## config.mk

```make
export PLATFORM = sky130hd
export DESIGN_NAME = hyperram_apb_regs
export DESIGN_NICKNAME = d
export VERILOG_FILES = /design/src/hyperram_pkg.sv /design/src/hyperram_apb_regs.sv
export VERILOG_INCLUDE_DIRS = /design/src
export SDC_FILE = /design/constraint.sdc
export NUM_CORES = 1
export LEC_CHECK = 0
export BUFFER_PORTS_ARGS = -buffer_cell sky130_fd_sc_hd__buf_2
export CELL_PAD_IN_SITES_DETAIL_PLACEMENT = 2
export CELL_PAD_IN_SITES_GLOBAL_PLACEMENT = 2
export CORE_MARGIN = 2
export CORE_UTILIZATION = 29
export CTS_CLUSTER_SIZE = 16
export DETAILED_ROUTE_END_ITERATION = 16
export PLACE_DENSITY = 0.76
export RECOVER_POWER = 50
export REMOVE_ABC_BUFFERS = 1
export SKIP_CTS_REPAIR_TIMING = 1
export SLEW_MARGIN = 0
export SYNTH_ARGS = -nofsm -noshare
export SYNTH_HDL_FRONTEND = slang
export SYNTH_SLANG_ARGS = --single-unit
```

## constraint.sdc

```tcl
create_clock -name clk -period 2 [get_ports clk]
set_input_delay 0.4 -clock clk [delete_from_list [all_inputs] [get_ports clk]]
set_output_delay 0.4 -clock clk [all_outputs]
set_load 0.05 [all_outputs]
```

## src/hyperram_macros.svh

```systemverilog
`ifndef HYPERRAM_MACROS_SVH
`define HYPERRAM_MACROS_SVH

// Device size as log2 of the number of 32-bit words.
// Word address bits above this width alias onto the array.
`define HR_MEM_WORD_BITS 10

// Initial latency in clock periods. One period is two bus bytes.
`define HR_LATENCY 6

// Set to 1 when the device requests double initial latency.
`define HR_LATENCY_2X 1

// Latency in bus bytes as seen by both ends of the bus
`define HR_LAT_BYTES_1X ((`HR_LATENCY) * 2)
`define HR_LAT_BYTES_2X ((`HR_LATENCY) * 4)

// APB register offsets.
`define HR_REG_CTRL   8'h00
`define HR_REG_ADDR   8'h04
`define HR_REG_WDATA  8'h08
`define HR_REG_RDATA  8'h0C
`define HR_REG_STATUS 8'h10

// CTRL register fields.
`define HR_CTRL_START 0
`define HR_CTRL_READ  1

`endif

```

## src/hyperram_pkg.sv

```systemverilog
`default_nettype none

package hyperram_pkg;

    typedef logic [31:0] hr_addr_t; // Word address.
    typedef logic [31:0] hr_data_t;
    typedef logic [3:0]  hr_mask_t; // Bit 3 enables data bits 31:24.
    typedef logic [5:0]  hr_lat_t;

    // Command from the register block to the bus master.
    typedef struct packed {
        logic     start;
        logic     read;
        hr_addr_t addr;
        hr_data_t wdata;
        hr_mask_t mask;
    } hr_cmd_t;

    typedef struct packed {
        logic     done;
        hr_data_t rdata;
    } hr_done_t;

    // Master to device half of the bus.
    typedef struct packed {
        logic       cs_n;
        logic [7:0] dq;
        logic       dq_valid;
        logic       rwds_mask; // High skips the write byte.
    } hbus_req_t;

    // Device to master half of the bus.
    typedef struct packed {
        logic [7:0] dq;
        logic       dq_valid;
        logic       rwds_lat;
    } hbus_rsp_t;

    // States of the bus master and of the device model.
    typedef enum logic [2:0] {
        HBM_IDLE, HBM_CA, HBM_LATENCY, HBM_WRITE, HBM_READ, HBM_END
    } hbm_state_t;

    typedef enum logic [2:0] {
        HRD_CA, HRD_WAIT, HRD_READ, HRD_WRITE, HRD_HOLD
    } hrd_state_t;

endpackage

`default_nettype wire

```

## src/hyperram_apb_regs.sv

```systemverilog
`default_nettype none

`include "hyperram_macros.svh"

module hyperram_apb_regs (
    input  wire                           clk,
    input  wire                           rst_n,
    input  wire                           psel,
    input  wire                           penable,
    input  wire                           pwrite,
    input  wire [7:0]                     paddr,
    input  wire hyperram_pkg::hr_data_t   pwdata,
    input  wire hyperram_pkg::hr_done_t   done,
    output hyperram_pkg::hr_data_t        prdata,
    output logic                          pready,
    output logic                          pslverr,
    output hyperram_pkg::hr_cmd_t         cmd
);

    hyperram_pkg::hr_addr_t addr_q;
    hyperram_pkg::hr_data_t wdata_q;
    hyperram_pkg::hr_data_t rdata_q;
    hyperram_pkg::hr_mask_t mask_q;
    logic                   read_q;
    logic                   start_q;
    logic                   busy_q;
    logic                   done_q;
    logic                   xfer_read_q; // Direction of the transaction in flight.

    logic access;
    logic addr_ok;
    logic start_req;
    logic refuse;
    logic wr_en;

    assign access = psel && penable;

    // A start pulse already issued counts as busy, so back-to-back starts are refused.
    assign refuse    = busy_q || start_q;
    assign start_req = access && pwrite && (paddr == `HR_REG_CTRL) && pwdata[`HR_CTRL_START];
    assign wr_en     = access && pwrite && addr_ok && !(start_req && refuse);

    assign pready  = 1'b1;
    assign pslverr = access && (!addr_ok || (start_req && refuse));

    assign cmd = '{
        start: start_q,
        read:  read_q,
        addr:  addr_q,
        wdata: wdata_q,
        mask:  mask_q
    };

    always_comb begin
        addr_ok = 1'b1;
        case (paddr)
            `HR_REG_CTRL:   prdata = {24'h0, mask_q, 2'b00, read_q, 1'b0};
            `HR_REG_ADDR:   prdata = addr_q;
            `HR_REG_WDATA:  prdata = wdata_q;
            `HR_REG_RDATA:  prdata = rdata_q;
            `HR_REG_STATUS: prdata = {30'h0, done_q, busy_q};
            default: begin
                prdata  = '0;
                addr_ok = 1'b0;
            end
        endcase
    end

    always_ff @(posedge clk or negedge rst_n) begin
        if (!rst_n) begin
            addr_q      <= '0;
            wdata_q     <= '0;
            rdata_q     <= '0;
            mask_q      <= '0;
            read_q      <= 1'b0;
            start_q     <= 1'b0;
            busy_q      <= 1'b0;
            done_q      <= 1'b0;
            xfer_read_q <= 1'b0;
        end else begin
            start_q <= 1'b0;

            if (wr_en) begin
                case (paddr)
                    `HR_REG_CTRL: begin
                        read_q  <= pwdata[`HR_CTRL_READ];
                        mask_q  <= pwdata[7:4];
                        start_q <= pwdata[`HR_CTRL_START];
                    end
                    `HR_REG_ADDR:  addr_q  <= pwdata;
                    `HR_REG_WDATA: wdata_q <= pwdata;
                    default: ; // RDATA and STATUS ignore writes.
                endcase
            end

            if (start_q) begin
                busy_q      <= 1'b1;
                done_q      <= 1'b0;
                xfer_read_q <= read_q;
            end

            if (done.done) begin
                busy_q <= 1'b0;
                done_q <= 1'b1; // Sticky until the next start.
                if (xfer_read_q)
                    rdata_q <= done.rdata;
            end
        end
    end

endmodule

`default_nettype wire

```

# Yosys cells after proc, flatten, opt, wreduce, memory -nomap -nowiden
# Cells that the tools add are included.
[totals] register_bits=105 in_bits=78 out_inout_bits=104 elab_cells=40
[op_classes] n_mux=8 reduce_logical=19 n_eq_ne=4
[op_table] cell="$pmux W32 S5" count=1
[op_table] cell="$eq A8 B4 Y1 const B" count=2
[op_table] cell="$eq A8 B3 Y1 const B" count=1
[op_table] cell="$eq A8 B5 Y1 const B" count=1
[op_table] cell="$logic_and A1 B1 Y1" count=8
[op_table] cell="$logic_not A8 Y1" count=1
[op_table] cell="$reduce_and A2 Y1" count=4
[op_table] cell="$mux W1" count=7
[op_table] cell="$reduce_or A5 Y1" count=1
[op_table] cell="$logic_not A1 Y1" count=2
[op_table] cell="$logic_or A1 B1 Y1" count=2
[op_table] cell="$reduce_bool A2 Y1" count=1

# Depth between registers and ports, before layout
[depth] word_depth=8 ltp_mapped=6 mapped_depth_nobuf=4

# Least setup slack after synthesis
# Ideal clock, no wire load.
[synth_timing] kind="in2out" startpoint="input port paddr[1]" endpoint="output port prdata[1]" arrival_ns=2.170 path_stages=3 setup_slack_ns=-0.570 path_buffers=0 cell_sequence="or2_2 > nor4_1 > a21boi_0"
[synth_between] elab_chain_len=2
[synth_lines] item="start, declared" line_no="hyperram_apb_regs.sv:11" text="input wire [7:0] paddr,"
[synth_lines] item="$eq A8 B5 Y1, or another cell as far along" line_no="hyperram_apb_regs.sv:56" text="case (paddr)"
[synth_lines] item="$pmux W32 S5 *" line_no="hyperram_apb_regs.sv:56"
[synth_lines] item="end, declared" line_no="hyperram_apb_regs.sv:14" text="output hyperram_pkg::hr_data_t prdata,"
# Mark *: on every way between the ends. The rest lies on a longest branch, timed or not.

# Worst setup path in the final report
[layout_timing] startpoint="input port paddr[6]" endpoint="output port prdata[31]"
# Same word-level chain as after synthesis.

==> impl_metrics.yaml <==
status:
  status: "complete, but fails checks"
  violations: "setup timing"
critical_path:
  path_cells: "buf_6 -> or4_4 -> or2_4 -> clkbuf_16 -> nor2_4 -> buf_8"
  start_kind: "input port"
  critical_path_depth: 6
  crit_buf_inv: 3
  reg2reg_depth: 5
  timing.rr.start: "start_q$_DFF_PN0_"
  crit_path_top_delay_cell: "or4_4"
  crit_path_start: "paddr[6]"
  critical_path_class: "input port to output port"
  rrSetupSlack_ns: 0.49
  r2r-end: "mask_q[2]$_DFFE_PN0P_"
  cp_max_fo: 8
  cpPeakStageDelay_ns: 0.53
  cp.arrival_ns: 1.87
  required_ns: 1.60
  cp_top_family: "simple AND/OR/NAND/NOR gates"
  end_kind: "output port"
  crit_path_end: "prdata[31]"
route:
  wl_per_cell_um: 22.6
  vias: 3767
  final_antenna_net_count: 0
  drtIter0Drc: 78
  finalWirelength_mm: 17.6
  drc: 0
  first_pass_iters: 4
  viasPerCell: 4.84
clock_network:
  cts-root-buf: "clkbuf_16"
  clock_latency_ns: 0.35
  cts_buffer_depth: 2
  cts.sinks: 105
  path_clk_slew_ns: 0.07
  cts_tree: "built"
  cts_buffers: 9
  htreeDepth: 3
timing:
  skew_ns: 0.00863
  max-slew-margin-rel_pct: 31.7
  fin_setup_tns_ns: -7.45
  fin_crit_ns: 2.27
  worst_pin_slew_ns: 1.02
  slew_viol_final: 0
  min_period_over_period_pct: 113
  rsz0062_at_grt: "true"
  max_freq_mhz: 441
  fin_ws_ns: -0.268
  finalSetupViolations: 35
  hold_viol: 0
cells_and_area:
  final_nets: 632
  final_common_cell: "buf_2"
  instances_no_fill: 779
  drive_above_1_share_pct: 70.3
  area_growth_pct: 44.1
  final_area_sq_um: 7190
  fin_util_pct: 43.1
  most-common-layout-cells: "buf_2 (143), dfrtp_1 (105), mux2_2 (89)"
floorplan:
  ios: 182
  dieArea_sq_um: 18300
  row_count: 47
  die_w_um: 135
  core_area_sq_um: 16700
  initial_utilization_pct: 29.9
  die_h_um: 135
global_route:
  track_usage_pct: 17.3
  antenna_found_initial: 1
  grt_pass1_vias: 4177
  grt_max_degree: 36
  overflow: 0
  grt_pass1_wl_mm: 24.1
synth:
  synth-seq-area-share_pct: 52.7
  yosys_warnings: 0
  syn-instance-count: 353
  syn_area_per_cell_sq_um: 14.1
  async_reset_ff_share_pct: 100
  synth.cell_area_sq_um: 4990
  synth-main-ff-cell: "dfrtp_1"
  ys_seq_elements: 105
  synth_edf_count: 0
  ys_types: 33
placed_design:
  port_buffers: 180
  place_inst: 751
  dpl-instance-area_sq_um: 6310
  post-place-ws_ns: -0.463
  hpwl_mm: 11.7
  gp_congestion: 0.747
worst_hold_path:
  hold_class: "input port to flip-flop"
power:
  power_density_nw_per_um2: 600
  power.leakage_nw: 3.76
  vdd.ir_drop.worst_mv: 0.374
flow_run:
  maxCapViolCount: 0
-- where the power goes --
part	switching (mW)	internal, mW
sequential	0.0183	2.14
clock	0.774	0.965
combinational	0.264	0.153
total	1.06	3.26
-- cell families after synthesis --
group                  share of synthesized area (%)
AND/OR/NAND/NOR                                 5.49
multiplexers                                    33.6
AO/OA/AOI/OAI                                   4.86
other                                         0.0752
flip-flops                                      52.7
buffers and inverters                           3.28
-- per-stage QoR --
| step | hold slack (ns) | total power [mW] |
|---|---|---|
| after floorplan | 0.104 | 2.35 |
| after global placement | 0.299 | 2.59 |
| after detailed placement | 0.299 | 2.60 |
| after CTS | -0.0802 | 4.36 |
| after global routing | 0.254 | 4.49 |
| final | 0.255 | 4.32 |
-- state kept, by name, indices dropped and copies added (netlist names) --
signal	cells
addr_q	32
busy_q	1
done_q	1
mask_q	4
rdata_q	32
read_q	1
start_q	1
wdata_q	32
xfer_read_q	1
-- cells in the mapped netlist (2+ instances only) --
| library cell | number | area [sq um] |
|---|---|---|
| mux2_2 | 92 | 1040 |
| o21ai_0 | 2 | 10.0 |
| buf_6 | 6 | 67.6 |
| nor2b_1 | 5 | 31.3 |
| buf_1 | 4 | 15.0 |
| clkbuf_1 | 12 | 45.0 |
| mux4_2 | 5 | 113 |
| mux2_1 | 7 | 78.8 |
| a22oi_1 | 27 | 203 |
| or2_2 | 2 | 12.5 |
| mux2_4 | 30 | 450 |
| buf_2 | 2 | 10.0 |
| nor2_1 | 29 | 109 |
| dfrtp_1 | 105 | 2630 |
| buf_4 | 3 | 22.5 |
| nand3_1 | 3 | 15.0 |
| nand2_1 | 3 | 11.3 |
-- layer usage --
| layer | up-vias | track usage, % | share of wire [%] |
|---|---|---|---|
| li1 | 1672 | - | - |
| met1 | 1963 | 21.1 | 41 |
| met2 | 114 | 31.5 | 54 |
| met3 | 18 | 3.18 | 4.1 |
| met4 | 0 | 4.75 | 1.1 |
| met5 | - | 0 | 0 |
-- final cells by class --
| type | instances | area, sq um |
|---|---|---|
| clock inverter | 3 | 42.5 |
| antenna | 1 | 2.50 |
| timing repair buffer | 217 | 1560 |
| tap | 220 | 275 |
| multi-input combinational | 220 | 2440 |
| sequential | 105 | 2630 |
| inverter | 1 | 3.75 |
| clock buffer | 12 | 236 |
| fill | 1698 | 9510 |
-- worst min path at each step --
stage / start / end / slack [ns] / depth (start not counted)
after detailed placement: rst_n / wdata_q[8]$_DFFE_PN0P_ / 0.30 / 1
after global routing: done[32] / busy_q$_DFFE_PN0P_ / 0.25 / 2
after floorplan: rst_n / addr_q[0]$_DFFE_PN0P_ / 0.10 / 0
final: done[32] / busy_q$_DFFE_PN0P_ / 0.25 / 2
after global placement: rst_n / wdata_q[8]$_DFFE_PN0P_ / 0.30 / 1
after CTS: rst_n / wdata_q[8]$_DFFE_PN0P_ / -0.08 / 1
No activity file was read; power rests on OpenSTA's default activity.
