### src/hyperram_macros.svh
`ifndef HYPERRAM_MACROS_SVH
`define HYPERRAM_MACROS_SVH

// Device size as log2 of the number of 32-bit words.
// Word address bits above this width alias onto the array.
`define HR_MEM_WORD_BITS 10

// Initial latency in clock periods. One period is two bus bytes.
`define HR_LATENCY 6

// Set to 1 when the device requests double initial latency.
`define HR_LATENCY_2X 1

// Latency in bus bytes as seen by both ends of the bus
`define HR_LAT_BYTES_1X ((`HR_LATENCY) * 2)
`define HR_LAT_BYTES_2X ((`HR_LATENCY) * 4)

// APB register offsets.
`define HR_REG_CTRL   8'h00
`define HR_REG_ADDR   8'h04
`define HR_REG_WDATA  8'h08
`define HR_REG_RDATA  8'h0C
`define HR_REG_STATUS 8'h10

// CTRL register fields.
`define HR_CTRL_START 0
`define HR_CTRL_READ  1

`endif

### src/hyperram_pkg.sv
`default_nettype none

package hyperram_pkg;

    typedef logic [31:0] hr_addr_t; // Word address.
    typedef logic [31:0] hr_data_t;
    typedef logic [3:0]  hr_mask_t; // Bit 3 enables data bits 31:24.
    typedef logic [5:0]  hr_lat_t;

    // Command from the register block to the bus master.
    typedef struct packed {
        logic     start;
        logic     read;
        hr_addr_t addr;
        hr_data_t wdata;
        hr_mask_t mask;
    } hr_cmd_t;

    typedef struct packed {
        logic     done;
        hr_data_t rdata;
    } hr_done_t;

    // Master to device half of the bus.
    typedef struct packed {
        logic       cs_n;
        logic [7:0] dq;
        logic       dq_valid;
        logic       rwds_mask; // High skips the write byte.
    } hbus_req_t;

    // Device to master half of the bus.
    typedef struct packed {
        logic [7:0] dq;
        logic       dq_valid;
        logic       rwds_lat;
    } hbus_rsp_t;

    // States of the bus master and of the device model.
    typedef enum logic [2:0] {
        HBM_IDLE, HBM_CA, HBM_LATENCY, HBM_WRITE, HBM_READ, HBM_END
    } hbm_state_t;

    typedef enum logic [2:0] {
        HRD_CA, HRD_WAIT, HRD_READ, HRD_WRITE, HRD_HOLD
    } hrd_state_t;

endpackage

`default_nettype wire

### src/hyperbus_master.sv
`default_nettype none

`include "hyperram_macros.svh"

module hyperbus_master (
    input  wire                            clk,
    input  wire                            rst_n,
    input  wire hyperram_pkg::hr_cmd_t     cmd,
    input  wire hyperram_pkg::hbus_rsp_t   rsp,
    output hyperram_pkg::hr_done_t         done,
    output hyperram_pkg::hbus_req_t        req
);

    hyperram_pkg::hbm_state_t state;
    hyperram_pkg::hr_lat_t    lat_cnt;
    hyperram_pkg::hr_data_t   wr_sr;
    hyperram_pkg::hr_data_t   rdata_q;
    hyperram_pkg::hr_mask_t   mask_sr;
    logic [2:0]               idx; // Byte index within the current phase.
    logic [47:0]              ca_sr;
    logic [47:0]              ca_bytes;
    logic                     is_read;

    // Six CA bytes, most significant byte goes out first.
    assign ca_bytes = {cmd.read, 3'b000, cmd.addr[31:28],
                       cmd.addr[27:4],
                       8'h00,
                       4'h0, cmd.addr[3:0]};

    assign done = '{
        done:  (state == hyperram_pkg::HBM_END),
        rdata: rdata_q
    };

    always_ff @(posedge clk or negedge rst_n) begin
        if (!rst_n) begin
            state   <= hyperram_pkg::HBM_IDLE;
            lat_cnt <= '0;
            wr_sr   <= '0;
            rdata_q <= '0;
            mask_sr <= '0;
            idx     <= '0;
            ca_sr   <= '0;
            is_read <= 1'b0;
            req     <= '{cs_n: 1'b1, dq: 8'h00, dq_valid: 1'b0, rwds_mask: 1'b0};
        end else begin
            case (state)
                hyperram_pkg::HBM_IDLE: begin
                    if (cmd.start) begin
                        state    <= hyperram_pkg::HBM_CA;
                        idx      <= '0;
                        is_read  <= cmd.read;
                        wr_sr    <= cmd.wdata;
                        mask_sr  <= cmd.mask;
                        ca_sr    <= ca_bytes << 8;
                        req.cs_n <= 1'b0;
                        req.dq   <= ca_bytes[47:40];
                    end
                end

                hyperram_pkg::HBM_CA: begin
                    // The device shows its latency request alongside the first CA byte.
                    if (idx == 3'd0)
                        lat_cnt <= rsp.rwds_lat ? hyperram_pkg::hr_lat_t'(`HR_LAT_BYTES_2X)
                                                : hyperram_pkg::hr_lat_t'(`HR_LAT_BYTES_1X);
                    if (idx == 3'd5) begin
                        state  <= hyperram_pkg::HBM_LATENCY;
                        req.dq <= 8'h00;
                    end else begin
                        req.dq <= ca_sr[47:40];
                        ca_sr  <= ca_sr << 8;
                        idx    <= idx + 3'd1;
                    end
                end

                hyperram_pkg::HBM_LATENCY: begin
                    lat_cnt <= lat_cnt - hyperram_pkg::hr_lat_t'(1);
                    idx     <= '0;
                    if (lat_cnt == hyperram_pkg::hr_lat_t'(1)) begin
                        if (is_read) begin
                            state <= hyperram_pkg::HBM_READ;
                        end else begin
                            state         <= hyperram_pkg::HBM_WRITE;
                            req.dq        <= wr_sr[31:24];
                            req.dq_valid  <= 1'b1;
                            req.rwds_mask <= ~mask_sr[3];
                            wr_sr         <= wr_sr << 8;
                            mask_sr       <= mask_sr << 1;
                        end
                    end
                end

                hyperram_pkg::HBM_WRITE: begin
                    if (idx == 3'd3) begin
                        state         <= hyperram_pkg::HBM_END;
                        req.cs_n      <= 1'b1;
                        req.dq        <= 8'h00;
                        req.dq_valid  <= 1'b0;
                        req.rwds_mask <= 1'b0;
                    end else begin
                        req.dq        <= wr_sr[31:24];
                        req.rwds_mask <= ~mask_sr[3];
                        wr_sr         <= wr_sr << 8;
                        mask_sr       <= mask_sr << 1;
                        idx           <= idx + 3'd1;
                    end
                end

                hyperram_pkg::HBM_READ: begin
                    // Read bytes may arrive with gaps. Only strobed bytes count.
                    if (rsp.dq_valid) begin
                        rdata_q <= {rdata_q[23:0], rsp.dq};
                        idx     <= idx + 3'd1;
                        if (idx == 3'd3) begin
                            state    <= hyperram_pkg::HBM_END;
                            req.cs_n <= 1'b1;
                        end
                    end
                end

                hyperram_pkg::HBM_END: state <= hyperram_pkg::HBM_IDLE;

                default: state <= hyperram_pkg::HBM_IDLE;
            endcase
        end
    end

endmodule

`default_nettype wire

### config.mk
export PLATFORM = sky130hd
export DESIGN_NAME = hyperbus_master
export DESIGN_NICKNAME = d
export VERILOG_FILES = /design/src/hyperram_pkg.sv /design/src/hyperbus_master.sv
export VERILOG_INCLUDE_DIRS = /design/src
export SDC_FILE = /design/constraint.sdc
export NUM_CORES = 1
export LEC_CHECK = 0
export BUFFER_PORTS_ARGS = -buffer_cell sky130_fd_sc_hd__buf_2
export CORE_ASPECT_RATIO = 0.6
export CORE_MARGIN = 2
export CORE_UTILIZATION = 55
export DETAILED_ROUTE_END_ITERATION = 10
export PLACE_DENSITY = 0.81
export SKIP_CTS_REPAIR_TIMING = 1
export SYNTH_ARGS = -nofsm -noshare
export SYNTH_HDL_FRONTEND = slang
export SYNTH_SLANG_ARGS = --single-unit
### constraint.sdc
create_clock -name clk -period 2.8 [get_ports clk]
set_clock_uncertainty 0.15 [all_clocks]
set_input_delay 0.56 -clock clk [delete_from_list [all_inputs] [get_ports clk]]
set_output_delay 0.56 -clock clk [all_outputs]
set_load 0.005 [all_outputs]
# Word level (Yosys, flattened, before mapping)
# Cells that the tools add are included.
# Widths: inputs -> output; s select.
# totals
out_inout_bits	44
input_bits	82
reg_bits	140
# classes
n_eq_ne	17
add_sub_neg	2
n_reduce_logical	20
n_mux	40
bitwise	1
# op_table
operator	count
$mux 32	4
$mux 48	2
$pmux 32 s3	1
$pmux 48 s2	1
$pmux 8 s4	1
$mux 3	10
$pmux 3 s5	2
$mux 10	2
$ne 2x2->1 const B	9
$mux 4	4
$mux 8	2
$pmux 4 s3	1
$pmux 6 s2	1
$reduce_and 4->1	3
$reduce_and 5->1	2
$eq 3x2->1 const B	3
$eq 3x3->1 const B	3
$mux 9	1
$reduce_and 3->1	3
$eq 6x1->1 const B	1
$logic_not 3->1	2
$mux 6	1
$reduce_and 2->1	3
$reduce_bool 2->1	3
other kinds (11)	15

# Logic depth before layout (Yosys ltp)
# logic_depth
word_depth	4
mapped_depth	9
ltp_nobuf	6

# Worst setup path after synthesis
# No wires, ideal clock.
# synth_timing
path_type	reg-to-reg
from	register lat_cnt[1]
to	register mask_sr[1]
synth_period_minus_slack_ns	2.264
n_path_buf	3
required_time_ns	2.524
slack_ns	0.536
arrival_time_ns	1.988
path_stages_with_launch	10
path_cell_list	dfrtp_1 > inv_1 > ha_1 > or4b_1 > buf_2 > or3_1 > buf_6 > buf_6 > o221ai_1 > a21oi_1
# synth_between
elab_chain_len	3
# synth_rtl
element	line	source
from (decl)	hyperbus_master.sv:15	hyperram_pkg::hr_lat_t lat_cnt;
from (signal assigned)	hyperbus_master.sv:64	lat_cnt <= rsp.rwds_lat ? hyperram_pkg::hr_lat_t'(`HR_LAT_BYTES_2X)
from (signal assigned)	hyperbus_master.sv:77	lat_cnt <= lat_cnt - hyperram_pkg::hr_lat_t'(1);
$eq 6x1->1	hyperbus_master.sv:79	if (lat_cnt == hyperram_pkg::hr_lat_t'(1)) begin
$ne 2x2->1 (no line)	n/a	
$reduce_and 5->1 (no line)	n/a	
to (signal assigned)	hyperbus_master.sv:54	mask_sr <= cmd.mask;
to (signal assigned)	hyperbus_master.sv:88	mask_sr <= mask_sr << 1;
to (signal assigned)	hyperbus_master.sv:104	mask_sr <= mask_sr << 1;
to (decl)	hyperbus_master.sv:18	hyperram_pkg::hr_mask_t mask_sr;
# No other way between the ends.
# A chain may end at the register's enable or synchronous reset.

# Final worst setup path
# layout_timing
from	register lat_cnt[1]
to	register wr_sr[19]
# layout_between
elab_chain_len	3
# layout_rtl
element	line	source
$eq 6x1->1	hyperbus_master.sv:79	
$ne 2x2->1 (no line)	n/a	
$reduce_and 5->1 (no line)	n/a	
to (signal assigned)	hyperbus_master.sv:53	wr_sr <= cmd.wdata;
to (signal assigned)	hyperbus_master.sv:87	wr_sr <= wr_sr << 8;
to (signal assigned)	hyperbus_master.sv:103	wr_sr <= wr_sr << 8;
to (decl)	hyperbus_master.sv:16	hyperram_pkg::hr_data_t wr_sr;
# No other way between the ends.

==> summary.md <==
| Metric | Value |
|---|---|
| Seq pwr share | 38.3% |
| Core Region | 10400 sq um |
| Placed Cells | 787 |
| Final core utilization | 68.9% |
| Max IR drop VDD | 0.000595 V |
| Clk buf depth | 2 |
| Syn Area/Cell | 10.6 sq um |
| Power per cell area | 1090 nW/um^2 |
| CP Launch Type | register |
| Worst-path maximum fanout | 13 |
| Placed wire-length estimate | 9980 um |
| Drt initial violations | 531 |
| Ant. Diodes | 0 |
| Placed inst area | 6590 sq um |
| Pin count of the biggest net entering global routing | 49 |
| CTS tree | built |
| Area grow syn2layout | 23.4% |
| Final ANT Viol Nets | 0 |
| Clk sink count | 124 |
| Final Non-Filler Cells | 819 |
| Worst path required time | 2980 ps |
| DR vias/cell | 5.88 |
| FF-to-FF setup slack | 260 ps |
| Pint | 4.91 mW |
| FMAX | 394 MHz |
| Vert. Die Dim | 83.6 um |
| DRC Markers | 0 |
| Reg2reg end | wr_sr[19] |
| Final nets | 756 |
| Slowest CP cell | or4b_1 |
| Drt pass-1 iters | 5 |
| Period utilization | 90.7% |
| Rel. slew slack | 56.2% |
| Design area | 7170 sq um |
| CTS Buf Count | 17 |
| Global-route usage over all layers | 26.1% |
| Final hold vios | 0 |
| Cells on worst reg2reg path | 6 |
| NetSw | 2.88 mW |
| IO Count | 126 |
| Logic pwr share | 34.1% |
| Area of the mapped netlist | 5810 sq um |
| DRT Wirelength | 14100 um |
| Starting Density | 55.8% |
| Top cells by area, synth | dfrtp_1, mux2_2, mux2i_1 |
| RSZ-0062 raised after global routing | false |
| Die area | 11400 sq um |
| Run status | completed |
| Yosys warnings | 0 |
| Asr flop ratio synth | 100% |
| Post-synth top area share | 52.9% |
| CTS root buf | clkbuf_16 |
| #FFs+latches synth | 124 |
| Max-cap violations | 0 |
| Most frequent cells in the layout | buf_2, dfrtp_1, nand2_1, o21ai_0, mux2_2 |
| Vias in the first global route | 4625 |
| Pins Over Slew Limit | 0 |
| Post-synth top area cell | dfrtp_1 |
| Final Setup Violations | 0 |
| Die width | 137 um |
| Worst Setup End Kind | register |
| R2R Path Start | lat_cnt[1] |
| Total number of vias | 4818 |
| Leak | 3.52 nW |
| WL per Instance | 17.2 um |
| H-tree levels | 4 |
| Synth Net Count | 636 |
| Critical Path Source | lat_cnt[1] |
| Hold Path Class | input port to asynchronous set/reset pin |
| Switching Fraction | 36.9% |
| Critical path data arrival time | 2720 ps |
| EDFF count, synth | 0 |
| Synth unique cells | 51 |
| Worst path max stage delay | 580 ps |
| Crit Path Category | register to register |
| Fraction of layout cells with a size suffix above 1 | 32.5% |
| Clk slew on worst S/H paths | 60 ps |
| GRT overflow | 0 |
| Initial antenna violation count | 0 |
| GPL Wtd Cong | 0.899 |
| Worst Tran Pin Value | 658 ps |
| Cells along the critical path | inv_1, ha_1, or4b_1, o221ai_2, nand2_1, a21oi_1 |
| Post-Synthesis Cells | 547 |
| Setup TNS Final | 0 ps |
| Hold WS | 21.2 ps |
| Top FF cell, synth | dfrtp_1 |
| Commonest non-fill, non-tap cell in the layout | buf_2 |
| Clock power share | 27.7% |
| Seq/Total Area, Yosys | 53.4% |
| First-pass GRT wire length | 23100 um |
| Clock Latency Late Sink | 410 ps |
| # rows | 29 |
| Crit path time final | 2540 ps |
| Port Buf Inserts | 125 |
area by class of cell:
type                       count  area [sq um]
clock buffer                  18           439
clock inverter                14           146
fill                         733          3240
inverter                      29           109
multi-input combinational    355          2430
sequential                   124          3100
tap                          139           174
timing repair buffer         140           766
per-stage QoR:
| step | setup slack, ps | power, mW |
|---|---|---|
| 6_report | 260 | 7.79 |
| 5_1_grt | 113 | 8.27 |
| 3_5_place_dp | 313 | 5.61 |
| 2_1_floorplan | 536 | 4.77 |
| 3_3_place_gp | 413 | 5.42 |
| 4_1_cts | 290 | 7.79 |
kinds of logic after synthesis:
logic type | share of synthesized area, %
adders and majority gates | 1.51
buffers and inverters | 5.08
DFF | 53.4
and+or+nand+nor | 10.9
xor gates and xnor gates | 0.151
muxes | 11.4
AOI/OAI and AO/OA | 17.6
state kept, by name (all words and copies together) (netlist names):
signal and cells:
rdata_q 32, idx 3, state 3, is_read 1, ca_sr 32, wr_sr 32, req 11, lat_cnt 6
mask_sr 4
cells in the mapped netlist (2+ instances only):
cell type	n
or2_2	3
o22a_1	13
nor3b_1	2
mux2i_1	28
mux2_2	34
ha_1	7
nand2_1	59
o21ai_0	39
buf_2	11
clkbuf_1	20
buf_1	4
inv_1	29
nor2_1	26
nand2b_1	3
nor2b_1	3
nand3_1	6
a31oi_1	16
o221ai_1	14
a222oi_1	5
buf_6	3
a21oi_1	22
nand4_1	2
dfrtp_1	123
a22o_1	15
nor4_1	4
a21o_1	2
nor3_1	17
o22ai_1	14
layer usage:
metal  routed length (um)  vias up  share of wire (%)  track usage, %
li1                     -     2233                  -               -
met1                 6430     2359                 46            38.3
met2                 6420      198                 45            38.1
met3                 1030       28                7.3            5.83
met4                  226        0                1.6            9.19
met5                    0        -                  0               0
worst max path at each step:
stage / endpoint / slack, ps / depth (start not counted)
final: wr_sr[19] / 260 / 6
after global routing: wr_sr[19] / 110 / 6
after CTS: wr_sr[28] / 290 / 6
after detailed placement: wr_sr[19] / 310 / 6
after global placement: wr_sr[19] / 410 / 6
after floorplan: mask_sr[1] / 540 / 9
power by group through the flow:
stage	registers (mW)	clock network (mW)	logic, mW
2_1_floorplan	2.80	0	1.97
3_3_place_gp	2.94	0	2.48
3_5_place_dp	2.97	0	2.64
4_1_cts	2.96	2.18	2.65
5_1_grt	3.06	2.27	2.94
6_report	2.98	2.15	2.65
worst max-delay path: cells and delay by family (launching register included):
kind                     cells  cell delay [ps]
adder cells (fa/ha/maj)      1              170
buffers and inverters        1               90
flip-flops                   1              390
AND/OR/NAND/NOR              2              980
AO/OA/AOI/OAI                2              670
Note: power is estimated with default switching activity, not from simulation.
